[src/hw/apb_defs.svh]
// ************************************************
// Bus widths, select field, completer map and wait states
// Base list order must match completer index order
// ************************************************

`ifndef APB_DEFS_SVH
`define APB_DEFS_SVH

// Bus widths
`define APB_BW_ADDR 32
`define APB_BW_DATA 32

// Select field sits at the top of the address
`define APB_SEL_UPPER 31
`define APB_BW_SEL 4

// Completer map
`define APB_NUM_SLAVES 3
`define APB_SLV0_BASE 32'h1000_0000
`define APB_SLV1_BASE 32'h2000_0000
`define APB_SLV2_BASE 32'h3000_0000

// Fixed wait states per completer
`define APB_SLV0_WAIT 0
`define APB_SLV1_WAIT 1
`define APB_SLV2_WAIT 2

`endif

[src/hw/apb_pkg.sv]
// ************************************************
// Shared bus types, sized from the bus macros
// ************************************************

`default_nettype none

`include "apb_defs.svh"

package apb_pkg;

	// ************************************************
	// Payload words
	// ************************************************

	// Byte address on the requester side
	typedef logic [`APB_BW_ADDR-1:0] apb_addr_t;

	// Read and write data word
	typedef logic [`APB_BW_DATA-1:0] apb_data_t;

	// ************************************************
	// Per-completer vectors
	// ************************************************

	// One bit per completer, bit i is completer i
	typedef logic [`APB_NUM_SLAVES-1:0] apb_slv_vec_t;

endpackage

`default_nettype wire

[src/hw/apb_reg_bank.sv]
// ************************************************
// Four 32-bit registers at offsets 0x0..0xC, byte lanes ignored
// Bits 27:4 must be zero, else error with no write
// ************************************************

`timescale 1ns/1ps
`default_nettype none

`include "apb_defs.svh"

module apb_reg_bank
#(
	// Extra access cycles before ready
	parameter int WAIT_CYCLES = 0
)
(
	input wire clk,
	input wire rst,

	input wire psel,
	input wire penable,
	input wire apb_pkg::apb_addr_t paddr,
	input wire pwrite,
	input wire apb_pkg::apb_data_t pwdata,
	output apb_pkg::apb_data_t prdata,
	output logic pready,
	output logic pslverr
);

localparam int CNT_W = (WAIT_CYCLES > 0) ? $clog2(WAIT_CYCLES + 1) : 1;
localparam logic [CNT_W-1:0] CNT_LAST = CNT_W'(WAIT_CYCLES);

logic access;
logic range_err;
logic [1:0] reg_idx;
logic [CNT_W-1:0] wait_cnt;
apb_pkg::apb_data_t regs [0:3];

// ************************************************
// Address checks
// ************************************************

assign access = psel & penable;

// Anything between the select field and the register offset is out of bank
assign range_err = |paddr[`APB_SEL_UPPER-`APB_BW_SEL:4];
assign reg_idx = paddr[3:2];

// ************************************************
// Wait-state counter
// ************************************************

// Counts access cycles, cleared on ready and outside access
always_ff @(posedge clk)
begin
	if (rst)
		wait_cnt <= '0;
	else if (access && !pready)
		wait_cnt <= wait_cnt + CNT_W'(1);
	else
		wait_cnt <= '0;
end

// Ready in access cycle WAIT_CYCLES+1
assign pready = access && (wait_cnt == CNT_LAST);
assign pslverr = pready && range_err;

// ************************************************
// Register file
// ************************************************

// Write lands on the ready edge
always_ff @(posedge clk)
begin
	if (rst)
	begin
		for (int i = 0; i < 4; i++)
			regs[i] <= '0;
	end
	else if (pready && pwrite && !range_err)
	begin
		regs[reg_idx] <= pwdata;
	end
end

// Read data only on a good read, zero otherwise
assign prdata = (access && !pwrite && !range_err) ? regs[reg_idx] : '0;

// Requester must not raise enable without select
assert property (@(posedge clk) disable iff (rst) penable |-> psel)
	else $error("apb_reg_bank: penable without psel");

// Ready only in an access phase, right after setup or a waiting access cycle
assert property (@(posedge clk) disable iff (rst) pready |-> $past(psel && !pready))
	else $error("apb_reg_bank: pready outside an access phase");

endmodule

`default_nettype wire

[src/hw/apb_bus_router.sv]
// ************************************************
// Purely combinational between requester and completers
// Unmapped access completes in the first access cycle with an error
// ************************************************

`timescale 1ns/1ps
`default_nettype none

`include "apb_defs.svh"

module apb_bus_router
(
	// Clock and reset only for the hit check
	input wire clk,
	input wire rst,

	// Requester side
	input wire psel,
	input wire penable,
	input wire apb_pkg::apb_addr_t paddr,
	input wire pwrite,
	input wire apb_pkg::apb_data_t pwdata,
	output apb_pkg::apb_data_t prdata,
	output logic pready,
	output logic pslverr,

	// Decoded hit, one bit per completer
	input wire apb_pkg::apb_slv_vec_t hit,

	// Completer side
	output apb_pkg::apb_slv_vec_t spsel,
	output apb_pkg::apb_slv_vec_t spenable,
	output apb_pkg::apb_addr_t [`APB_NUM_SLAVES-1:0] spaddr,
	output apb_pkg::apb_slv_vec_t spwrite,
	output apb_pkg::apb_data_t [`APB_NUM_SLAVES-1:0] spwdata,
	input wire apb_pkg::apb_data_t [`APB_NUM_SLAVES-1:0] sprdata,
	input wire apb_pkg::apb_slv_vec_t spready,
	input wire apb_pkg::apb_slv_vec_t spslverr
);

localparam int IDX_W = (`APB_NUM_SLAVES > 1) ? $clog2(`APB_NUM_SLAVES) : 1;

logic [IDX_W-1:0] hit_idx;
logic no_hit;
logic access;

// ************************************************
// Request steering
// ************************************************

// Strobes only reach the completer that was hit
assign spsel = {`APB_NUM_SLAVES{psel}} & hit;
assign spenable = {`APB_NUM_SLAVES{penable}} & hit;

// Direction, address and data go to everyone
assign spwrite = {`APB_NUM_SLAVES{pwrite}};
assign spaddr = {`APB_NUM_SLAVES{paddr}};
assign spwdata = {`APB_NUM_SLAVES{pwdata}};

// ************************************************
// Response path
// ************************************************

assign no_hit = ~|hit;
assign access = psel & penable;

// Encode the hit bit, stays at 0 when nothing hits
always_comb
begin
	hit_idx = '0;
	for (int i = 0; i < `APB_NUM_SLAVES; i++)
	begin
		if (hit[i])
			hit_idx = IDX_W'(i);
	end
end

// Unmapped space answers at once with an error and zero data
always_comb
begin
	if (no_hit)
	begin
		prdata = '0;
		pready = access;
		pslverr = access;
	end
	else
	begin
		prdata = sprdata[hit_idx];
		pready = spready[hit_idx];
		pslverr = spslverr[hit_idx];
	end
end

// Base list must not overlap on the select field
assert property (@(posedge clk) disable iff (rst) $onehot0(hit))
	else $error("apb_bus_router: more than one completer hit");

endmodule

`default_nettype wire

[src/hw/apb_bus.sv]
// ************************************************
// Address decode on the select field only
// Overlapping bases give a multi-hit, caught in the router
// ************************************************

`timescale 1ns/1ps
`default_nettype none

`include "apb_defs.svh"

module apb_bus
#(
	// Packed bases, entry 0 in the low word
	parameter logic [`APB_NUM_SLAVES*`APB_BW_ADDR-1:0] BASE_LIST = '0
)
(
	input wire clk,
	input wire rst,

	// Requester side
	input wire psel,
	input wire penable,
	input wire apb_pkg::apb_addr_t paddr,
	input wire pwrite,
	input wire apb_pkg::apb_data_t pwdata,
	output apb_pkg::apb_data_t prdata,
	output logic pready,
	output logic pslverr,

	// Completer side
	output apb_pkg::apb_slv_vec_t spsel,
	output apb_pkg::apb_slv_vec_t spenable,
	output apb_pkg::apb_addr_t [`APB_NUM_SLAVES-1:0] spaddr,
	output apb_pkg::apb_slv_vec_t spwrite,
	output apb_pkg::apb_data_t [`APB_NUM_SLAVES-1:0] spwdata,
	input wire apb_pkg::apb_data_t [`APB_NUM_SLAVES-1:0] sprdata,
	input wire apb_pkg::apb_slv_vec_t spready,
	input wire apb_pkg::apb_slv_vec_t spslverr
);

// ************************************************
// Hit vector
// ************************************************

wire apb_pkg::apb_slv_vec_t hit;

// Split the base list and compare the top field of each entry
for (genvar i = 0; i < `APB_NUM_SLAVES; i++)
begin : g_decode
	localparam apb_pkg::apb_addr_t BASE = BASE_LIST[i*`APB_BW_ADDR +: `APB_BW_ADDR];

	assign hit[i] = (paddr[`APB_SEL_UPPER -: `APB_BW_SEL] == BASE[`APB_SEL_UPPER -: `APB_BW_SEL]);
end

// ************************************************
// Steering
// ************************************************

apb_bus_router apb_bus_router_inst
(
	.clk(clk),
	.rst(rst),
	.psel(psel),
	.penable(penable),
	.paddr(paddr),
	.pwrite(pwrite),
	.pwdata(pwdata),
	.prdata(prdata),
	.pready(pready),
	.pslverr(pslverr),
	.hit(hit),
	.spsel(spsel),
	.spenable(spenable),
	.spaddr(spaddr),
	.spwrite(spwrite),
	.spwdata(spwdata),
	.sprdata(sprdata),
	.spready(spready),
	.spslverr(spslverr)
);

endmodule

`default_nettype wire

[src/hw/apb_subsystem_top.sv]
// ************************************************
// One requester port, three banks at 0x1/0x2/0x3 in the top nibble
// ************************************************

`timescale 1ns/1ps
`default_nettype none

`include "apb_defs.svh"

module apb_subsystem_top
(
	input wire clk,
	input wire rst,

	// Requester port
	input wire psel,
	input wire penable,
	input wire apb_pkg::apb_addr_t paddr,
	input wire pwrite,
	input wire apb_pkg::apb_data_t pwdata,
	output apb_pkg::apb_data_t prdata,
	output logic pready,
	output logic pslverr
);

// Entry 0 in the low word
localparam logic [`APB_NUM_SLAVES*`APB_BW_ADDR-1:0] BASE_LIST =
	{`APB_SLV2_BASE, `APB_SLV1_BASE, `APB_SLV0_BASE};

// ************************************************
// Completer wiring
// ************************************************

apb_pkg::apb_slv_vec_t spsel;
apb_pkg::apb_slv_vec_t spenable;
apb_pkg::apb_slv_vec_t spwrite;
apb_pkg::apb_addr_t [`APB_NUM_SLAVES-1:0] spaddr;
apb_pkg::apb_data_t [`APB_NUM_SLAVES-1:0] spwdata;
apb_pkg::apb_data_t [`APB_NUM_SLAVES-1:0] sprdata;
apb_pkg::apb_slv_vec_t spready;
apb_pkg::apb_slv_vec_t spslverr;

apb_bus #(.BASE_LIST(BASE_LIST)) apb_bus_inst
(
	.clk(clk), .rst(rst),
	.psel(psel), .penable(penable), .paddr(paddr), .pwrite(pwrite), .pwdata(pwdata),
	.prdata(prdata), .pready(pready), .pslverr(pslverr),
	.spsel(spsel), .spenable(spenable), .spaddr(spaddr), .spwrite(spwrite),
	.spwdata(spwdata), .sprdata(sprdata), .spready(spready), .spslverr(spslverr)
);

// ************************************************
// Register banks
// ************************************************

// Bank 0, no wait states
apb_reg_bank #(.WAIT_CYCLES(`APB_SLV0_WAIT)) bank0_inst
(
	.clk(clk), .rst(rst),
	.psel(spsel[0]), .penable(spenable[0]), .paddr(spaddr[0]),
	.pwrite(spwrite[0]), .pwdata(spwdata[0]),
	.prdata(sprdata[0]), .pready(spready[0]), .pslverr(spslverr[0])
);

// Bank 1, one wait state
apb_reg_bank #(.WAIT_CYCLES(`APB_SLV1_WAIT)) bank1_inst
(
	.clk(clk), .rst(rst),
	.psel(spsel[1]), .penable(spenable[1]), .paddr(spaddr[1]),
	.pwrite(spwrite[1]), .pwdata(spwdata[1]),
	.prdata(sprdata[1]), .pready(spready[1]), .pslverr(spslverr[1])
);

// Bank 2, two wait states
apb_reg_bank #(.WAIT_CYCLES(`APB_SLV2_WAIT)) bank2_inst
(
	.clk(clk), .rst(rst),
	.psel(spsel[2]), .penable(spenable[2]), .paddr(spaddr[2]),
	.pwrite(spwrite[2]), .pwdata(spwdata[2]),
	.prdata(sprdata[2]), .pready(spready[2]), .pslverr(spslverr[2])
);

endmodule

`default_nettype wire

[config.mk]
export PLATFORM = sky130hd
export DESIGN_NAME = apb_subsystem_top
export DESIGN_NICKNAME = d
export VERILOG_FILES = /design/src/hw/apb_pkg.sv /design/src/hw/apb_reg_bank.sv /design/src/hw/apb_bus_router.sv /design/src/hw/apb_bus.sv /design/src/hw/apb_subsystem_top.sv
export VERILOG_INCLUDE_DIRS = /design/src /design/src/hw
export SDC_FILE = /design/constraint.sdc
export NUM_CORES = 1
export LEC_CHECK = 0
export ABC_AREA = 1
export BUFFER_PORTS_ARGS = -buffer_cell sky130_fd_sc_hd__buf_2
export CORE_ASPECT_RATIO = 1.75
export CORE_MARGIN = 10
export CORE_UTILIZATION = 45
export DETAILED_ROUTE_END_ITERATION = 8
export SYNTH_ARGS = -nofsm -noshare
export SYNTH_HDL_FRONTEND = slang
export SYNTH_HIERARCHICAL = 1
export SYNTH_SLANG_ARGS = --single-unit
[constraint.sdc]
create_clock -name clk -period 5.4 [get_ports clk]
set_input_delay 0.54 -clock clk [delete_from_list [all_inputs] [get_ports clk]]
set_output_delay 0.54 -clock clk [all_outputs]
set_load 0.01 [all_outputs]
After elaboration in Yosys (flattened, before gate mapping):

Memory sizes are Yosys's and may differ from the RTL's.
Cells that the tools add are included.

* add/sub/neg operators: 3
* $mul: 0
* divide/modulo/power cells: 0
* $lt $le $gt $ge: 1
* equal/unequal tests: 4
* shift operators: 0
* mux-type cells: 34
* bitwise logic cells: 10
* reductions and logical operators: 34

Operator list (number)
* two-way mux 32 bit: 8
* OR reduction 32 bit: 3
* binary-select mux 32 bit (select 2 bit): 1
* OR reduction 24 bit: 1
* logical AND 1 bit: 21
* two-way mux 1 bit: 19
* == test 4 x 2 -> 1 bit, second input constant: 2
* two-way mux 2 bit: 4
* AND 3 bit: 2
* OR reduction 2 bit: 3
* logical NOT 1 bit: 5
* AND 1 bit: 4
* binary-select mux 1 bit (select 2 bit): 2
* == test 4 x 1 -> 1 bit, second input constant: 1
* inverter 1 bit: 4
* < comparator 2 x 3 -> 1 bit, second input constant: 1
* OR reduction 3 bit: 1
* adder 1 bit, second input constant: 2
* adder 2 x 1 -> 2 bit, second input constant: 1
* == test 2 bit, second input constant: 1

* flip-flop bits (word level): 4
* bits in latches: 0
* RAM bits: 384
* memory bits (read-only): 0
* input bits: 69
* output and inout bits: 34
* word-level logic and storage cells: 92
* memories kept: 3

Memory list
* bank0_inst.regs: words 4, bits a word 32, read ports 1, clocked after Yosys merged registers in 0, wr ports 4, RTL line apb_reg_bank.sv:37 `apb_pkg::apb_data_t regs [0:3];`
* bank1_inst.regs: words 4, bits a word 32, read ports 1, clocked after Yosys merged registers in 0, wr ports 4, RTL line apb_reg_bank.sv:37
* bank2_inst.regs: words 4, bits a word 32, read ports 1, clocked after Yosys merged registers in 0, wr ports 4, RTL line apb_reg_bank.sv:37

Logic depth before layout (Yosys ltp):

Gate-level depths: netlist of run 1.

* depth after elaboration: 11
* depth in mapped cells: 16
* gate-level depth less buffers: 13

Modules after synthesis:

Netlist of run 1, hierarchy kept.

Modules (own cells, without submodules)
* apb_reg_bank (bank2_inst): times used 1, cells each 569, area each 6020.8 sq um, seq. area each 3883.7 sq um
* apb_reg_bank (bank1_inst): times used 1, cells each 564, area each 5978.2 sq um, seq. area each 3863.7 sq um
* apb_reg_bank (bank0_inst): times used 1, cells each 563, area each 5955.7 sq um, seq. area each 3863.7 sq um
* apb_bus_router: times used 1, cells each 433, area each 2690.1 sq um, seq. area each 0.0 sq um
* apb_bus: times used 1, cells each 11, area each 41.3 sq um, seq. area each 0.0 sq um

Worst setup path before layout of run 1:

OpenSTA, ideal clock, no wires.

* path kind: input port to flip-flop
* start point: input port paddr[30]
* end point: memory bank1_inst/regs[2][0] (netlist name) (enable)
* setup time: 0.466 ns
* arrival time: 4.135 ns
* required time: 4.934 ns
* setup slack: 0.799 ns
* stages on the path: 14
* buffers on the path: 3
* path through: inv_1 nand2_1 nor2_1 buf_6 buf_4 nand2_1 inv_1 nand2_1 nor2_1 nand2_1 nor2_4 nand2_1 buf_6 o21ai_0

RTL lines
* start: declaration: RTL line apb_subsystem_top.sv:18 `input wire apb_pkg::apb_addr_t paddr,`
* end: declaration: RTL line apb_reg_bank.sv:37

==> results.py, run 1 <==
metrics = {
    "cells_and_area": {
        "ff_latch_area_um2": 11600,
        "stdcell_area_um2": 21000,
        "multi_input_area_um2": 6410,
        "mostFrequentLayoutCell": "nor2_1",
        "nFillCells": 4321,
        "final_cell_mix": "682 x nor2_1, 384 x edfxtp_1, 151 x nand2_1, 138 x o21ai_0, 113 x inv_1",
        "drive_gt1_share_pct": 15.5,
        "area_growth_pct": 2.33,
        "stdcell_count": 2588,
        "final_net_count": 2056,
    },
    "clocking": {
        "cts-root-buf": "clkbuf_16",
        "clkTransAtPathRegs_ns": 0.06,
        "clkSinkCount": 388,
        "clockBufferDepth": 3,
        "cts_tree": "yes",
        "clkLatencyLatePin_ns": 0.53,
        "cts_buffers": 34,
        "postCtsSetupBuffers": 0,
        "htree_num_levels": 2,
        "cts-resized-gates": 0,
        "cts_hold_buf": 0,
    },
    "place": {
        "placed_area_um2": 20000,
        "placed_cells": 2527,
        "hpwl_um": 32800,
        "io_buffers": 100,
        "finalWeightedCongestion": 0.768,
    },
    "route": {
        "vias": 14200,
        "drc": 0,
        "wl_um": 53400,
        "viasPerCell": 5.49,
        "ant_nets": 0,
        "drtIter0Drc": 1281,
        "wl_per_cell_um": 20.6,
        "drt_pass1_iterations": 7,
    },
    "sta": {
        "rsz0062_at_grt": "no",
        "drv_slew": 0,
        "max_freq_mhz": 284,
        "setup-tns-final_ns": 0,
        "setup_viol": 0,
        "tightest_slew_ns": 0.938,
        "fin_crit_sh_pct": 65.1,
        "final_hold_viol_count": 0,
        "min_period_ns": 3.52,
        "fin_worst_skew_ns": 0.0256,
        "worst_slew_margin_rel_pct": 37.4,
    },
    "grt": {
        "grt_overflow": 0,
        "grtUsageTotal_pct": 18.8,
        "grt_pass1_wl_um": 81200,
        "grt_max_degree": 69,
        "antenna_found_initial": 2,
        "grt_pass1_vias": 14200,
    },
    "floorplanning": {
        "die_area_um2": 55000,
        "die_w_um": 182,
        "core_area_um2": 45100,
        "die_height_um": 303,
        "start_util_pct": 45.6,
        "pin_count": 103,
        "rows": 103,
    },
    "setup_path": {
        "required_ns": 4.86,
        "cp-end-kind": "output port",
        "worstPathArrival_ns": 2.98,
        "criticalPathCategory": "in2out",
        "worstSetupStartpointType": "primary input",
        "r2r_cells": 10,
        "critPathMaxFanout": 48,
    },
    "power": {
        "seq_power_share_pct": 54.7,
        "netSwitchingFraction_pct": 23.5,
        "powerDensity_nw_per_um2": 296,
        "peakVddDrop_mv": 0.173,
        "p_leak_nw": 8.23,
        "combPwrFrac_pct": 8.0,
        "power.internal_w": 0.00476,
        "p_sw_w": 0.00146,
        "p_clk_share_pct": 37.3,
    },
    "hold_path": {
        "hold_depth": 2,
        "min_path_type": "in2reg",
    },
    "synthesis": {
        "avgSynthCellArea_um2": 9.68,
        "synthesis.instances": 2122,
        "syn-num-nets": 2192,
        "syn-cell-area_um2": 20600,
        "ys_warn_count": 6,
    },
    "flow_run": {
        "drv_cap": 0,
    },
    "outcome": {
        "status": "complete, no violations",
    },
}
==> critical path, cell delays in order <==
cell,delay [ns]
buf_4,0.29
inv_2,0.50
buf_4,0.49
nor2_1,0.09
o22a_1,0.23
nor2_1,0.11
nand2_1,0.06
nand2_1,0.13
nor2_1,0.07
nor2_1,0.22
buf_2,0.19
==> final cells by class <==
type                            count  area share [%]
Sequential cell                   388            55.2
Clock buffer                       45            4.34
Multi-Input combinational cell   1300            30.5
Tap cell                          577            3.43
Clock inverter                     14           0.440
Timing Repair Buffer              139            3.84
Inverter                          123            2.24
Antenna cell                        2          0.0238
==> flip-flops by register name, summed over array words and instances, names as in the netlist <==
| signal | flops |
|---|---|
| bank0_inst/regs | 128 |
| bank0_inst/wait_cnt | 1 |
| bank1_inst/wait_cnt | 1 |
| bank1_inst/regs | 128 |
| bank2_inst/wait_cnt | 2 |
| bank2_inst/regs | 128 |
==> power groups by stage <==
stage / combinational [W] / clock (W) / sequential, W
6_report: 0.000500 / 0.00232 / 0.00340
3_5_place_dp: 0.000501 / 0 / 0.00347
2_1_floorplan: 0.000416 / 0 / 0.00347
3_3_place_gp: 0.000494 / 0 / 0.00347
4_1_cts: 0.000503 / 0.00234 / 0.00340
5_1_grt: 0.000549 / 0.00243 / 0.00341
==> stage by stage <==
step	power [W]	setup slack, ns	utilization (%)	hold slack [ns]
floorplan	0.00388	0.799	-	0.392
global placement	0.00396	1.67	44.4	0.399
detailed placement	0.00397	1.66	44.4	0.410
CTS	0.00625	1.86	46.6	0.297
global route	0.00639	1.72	46.6	0.315
finish	0.00623	1.88	46.6	0.317
==> path summary, 6_finish.rpt <==
| path | end | from | slack, ns |
|---|---|---|---|
| hold / removal | bank1_inst/wait_cnt | rst | 0.32 |
| setup / recovery | prdata[28] | paddr[2] | 1.88 |
| setup reg to reg | bank2_inst/regs[2][5] | bank2_inst/wait_cnt[0] | 2.57 |
| hold reg to reg | bank2_inst/wait_cnt[0] | bank2_inst/wait_cnt[0] | 0.42 |
==> metal layers <==
layer  share of wire, %  GRT usage (%)
met1                 42           23.2
met4                2.0           5.48
met2                 51           33.8
met3                5.1           2.04
met5                  0              0
Power figures use the tool's default switching activity.
==> run 2: changes to the inputs <==
==> constraint.sdc (replaced) <==
create_clock -name clk -period 3.5 [get_ports clk]
set_input_delay 0.35 -clock clk [delete_from_list [all_inputs] [get_ports clk]]
set_output_delay 0.35 -clock clk [all_outputs]
set_load 0.01 [all_outputs]
==> run 2 against run 1 <==
Critical path depth decreased by 1. Count of clock-buffer cells in the layout decreased by 3. Sequential cell count unchanged. Hold slack got worse by 0.23 ns. Sequential power increased by 54%. Register-to-register slack got worse by 1.2 ns. Global-route usage increased by 0.79 points. Combinational power increased by 63%. Sequential share of layout area decreased by 1.0 points. Final area increased by 1.9%. Non-clock buffer count increased by 23. Clock skew decreased by 0.0049 ns. Critical path type unchanged. Largest cell class unchanged. Largest power group unchanged.
==> results.py, run 2 (synthesis gave the netlist of run 1 again) <==
metrics = {
    "cells_and_area": {
        "stdcell_area_um2": 21400,
        "mostFrequentLayoutCell": "nor2_1",
        "reg_top3": "bank0_inst/regs x128, bank1_inst/regs x128, bank2_inst/regs x128",
        "nFillCells": 4256,
        "antenna_cells": 0,
        "final_util_pct": 47.5,
        "final_net_count": 2080,
        "final_cell_mix": "682 x nor2_1, 384 x edfxtp_1, 148 x nand2_1, 138 x o21ai_0, 113 x inv_1",
        "drive_gt1_share_pct": 16.8,
        "area_growth_pct": 4.25,
    },
    "power": {
        "powerDensity_nw_per_um2": 464,
        "p_total_w": 0.00995,
        "p_leak_nw": 8.43,
        "peakVddDrop_mv": 0.335,
    },
    "grt": {
        "grt.met1_usage_pct": 21.9,
        "grt_overflow": 0,
        "grt_pass1_wl_um": 83800,
        "grt_use_met2_pct": 37.2,
        "grt_pass1_vias": 14500,
        "antenna_found_initial": 0,
        "grt_max_degree": 65,
        "grt_busiest_layer": "met2",
        "grtUsageMet3_pct": 2.08,
        "grtUsageTotal_pct": 19.6,
    },
    "route": {
        "drc": 0,
        "wl_um": 55400,
        "wl_per_cell_um": 21.2,
        "vias": 14300,
        "drtIter0Drc": 1319,
        "viasPerCell": 5.49,
        "drt_pass1_iterations": 8,
        "ant_nets": 0,
    },
    "sta": {
        "setup-tns-final_ns": 0,
        "worst_slew_margin_rel_pct": 38.3,
        "drv_slew": 0,
        "max_freq_mhz": 336,
        "min_period_ns": 2.98,
        "final_hold_viol_count": 0,
        "setup_viol": 0,
        "rsz0062_at_grt": "no",
        "fin_crit_sh_pct": 85.2,
        "fin_worst_skew_ns": 0.0207,
        "tightest_slew_ns": 0.925,
        "whs_ns": 0.0824,
    },
    "clocking": {
        "cts_hold_buf": 0,
        "clockBufferDepth": 3,
        "htree_num_levels": 2,
        "cts-resized-gates": 0,
        "cts_tree": "yes",
        "clkLatencyLatePin_ns": 0.55,
        "clkTransAtPathRegs_ns": 0.07,
        "cts_buffers": 35,
        "clkSinkCount": 388,
        "postCtsSetupBuffers": 0,
        "cts-root-buf": "clkbuf_16",
    },
    "setup_path": {
        "required_ns": 3.15,
        "path_buf_inv": 3,
        "worstSetupStartpointType": "primary input",
        "crit_family": "buffers and inverters",
        "path_common_cell": "nor2_1",
        "slowest_stage": "buf_4",
        "criticalPathCategory": "in2out",
        "path_cells": "buf_4 -> buf_4 -> o21ai_0 -> o22a_1 -> nor2_1 -> nand2_1 -> nand2_1 -> nor2_1 -> nor2_1 -> buf_2",
        "worstPathArrival_ns": 2.63,
        "slowest_delay_ns": 0.46,
        "cp-end-kind": "output port",
        "critPathMaxFanout": 39,
    },
    "floorplanning": {
        "die_height_um": 303,
        "die_area_um2": 55000,
        "die_w_um": 182,
        "rows": 103,
        "core_area_um2": 45100,
        "start_util_pct": 45.6,
        "pin_count": 103,
    },
    "flow_run": {
        "drv_cap": 0,
    },
    "place": {
        "placed_area_um2": 20300,
        "io_buffers": 100,
        "hpwl_um": 35600,
        "finalWeightedCongestion": 0.812,
    },
    "outcome": {
        "status": "complete, no violations",
    },
    "hold_path": {
        "min_path_type": "in2reg",
    },
}
run 2: layout make-up:
type                    count  area, um2  area share, %
clock buffers              42        902           4.21
clock inverters            18        200          0.934
inverters                 123        472           2.20
multi-input cells        1300       6420           30.0
flip-flops and latches    388      11600           54.2
well taps                 577        722           3.37
repair buffers            162       1100           5.12
run 2: through the flow:
stage | setup slack [ns] | instances
detailed placement | 0.559 | 2550
finish | 0.520 | 2610
floorplan | 0.0193 | 2122
CTS | 0.556 | 2610
global placement | 0.580 | 2550
global route | 0.377 | 2610
run 2: routing by layer:
layer | vias to the layer above | share of wire, %
li1 | 6703 | -
met1 | 7013 | 37
met2 | 485 | 53
met3 | 118 | 6.1
met4 | 0 | 3.2
met5 | - | 0
run 2: final timing paths:
kind,start,to,slack [ns],cells past startpoint
max,paddr[2],prdata[3],0.52,10
min reg2reg,bank2_inst/wait_cnt[0],bank2_inst/wait_cnt[0],0.42,1
min,rst,bank1_inst/wait_cnt,0.08,2
max reg2reg,bank2_inst/wait_cnt[0],bank2_inst/regs[3][16],1.38,9
run 2: report_power, final:
group	switching [W]	leakage, nW	total [W]	internal [W]
Combinational	0.000576	3.82	0.000816	0.000240
Clock	0.00173	0.537	0.00388	0.00215
Sequential	0.0000343	4.08	0.00525	0.00522
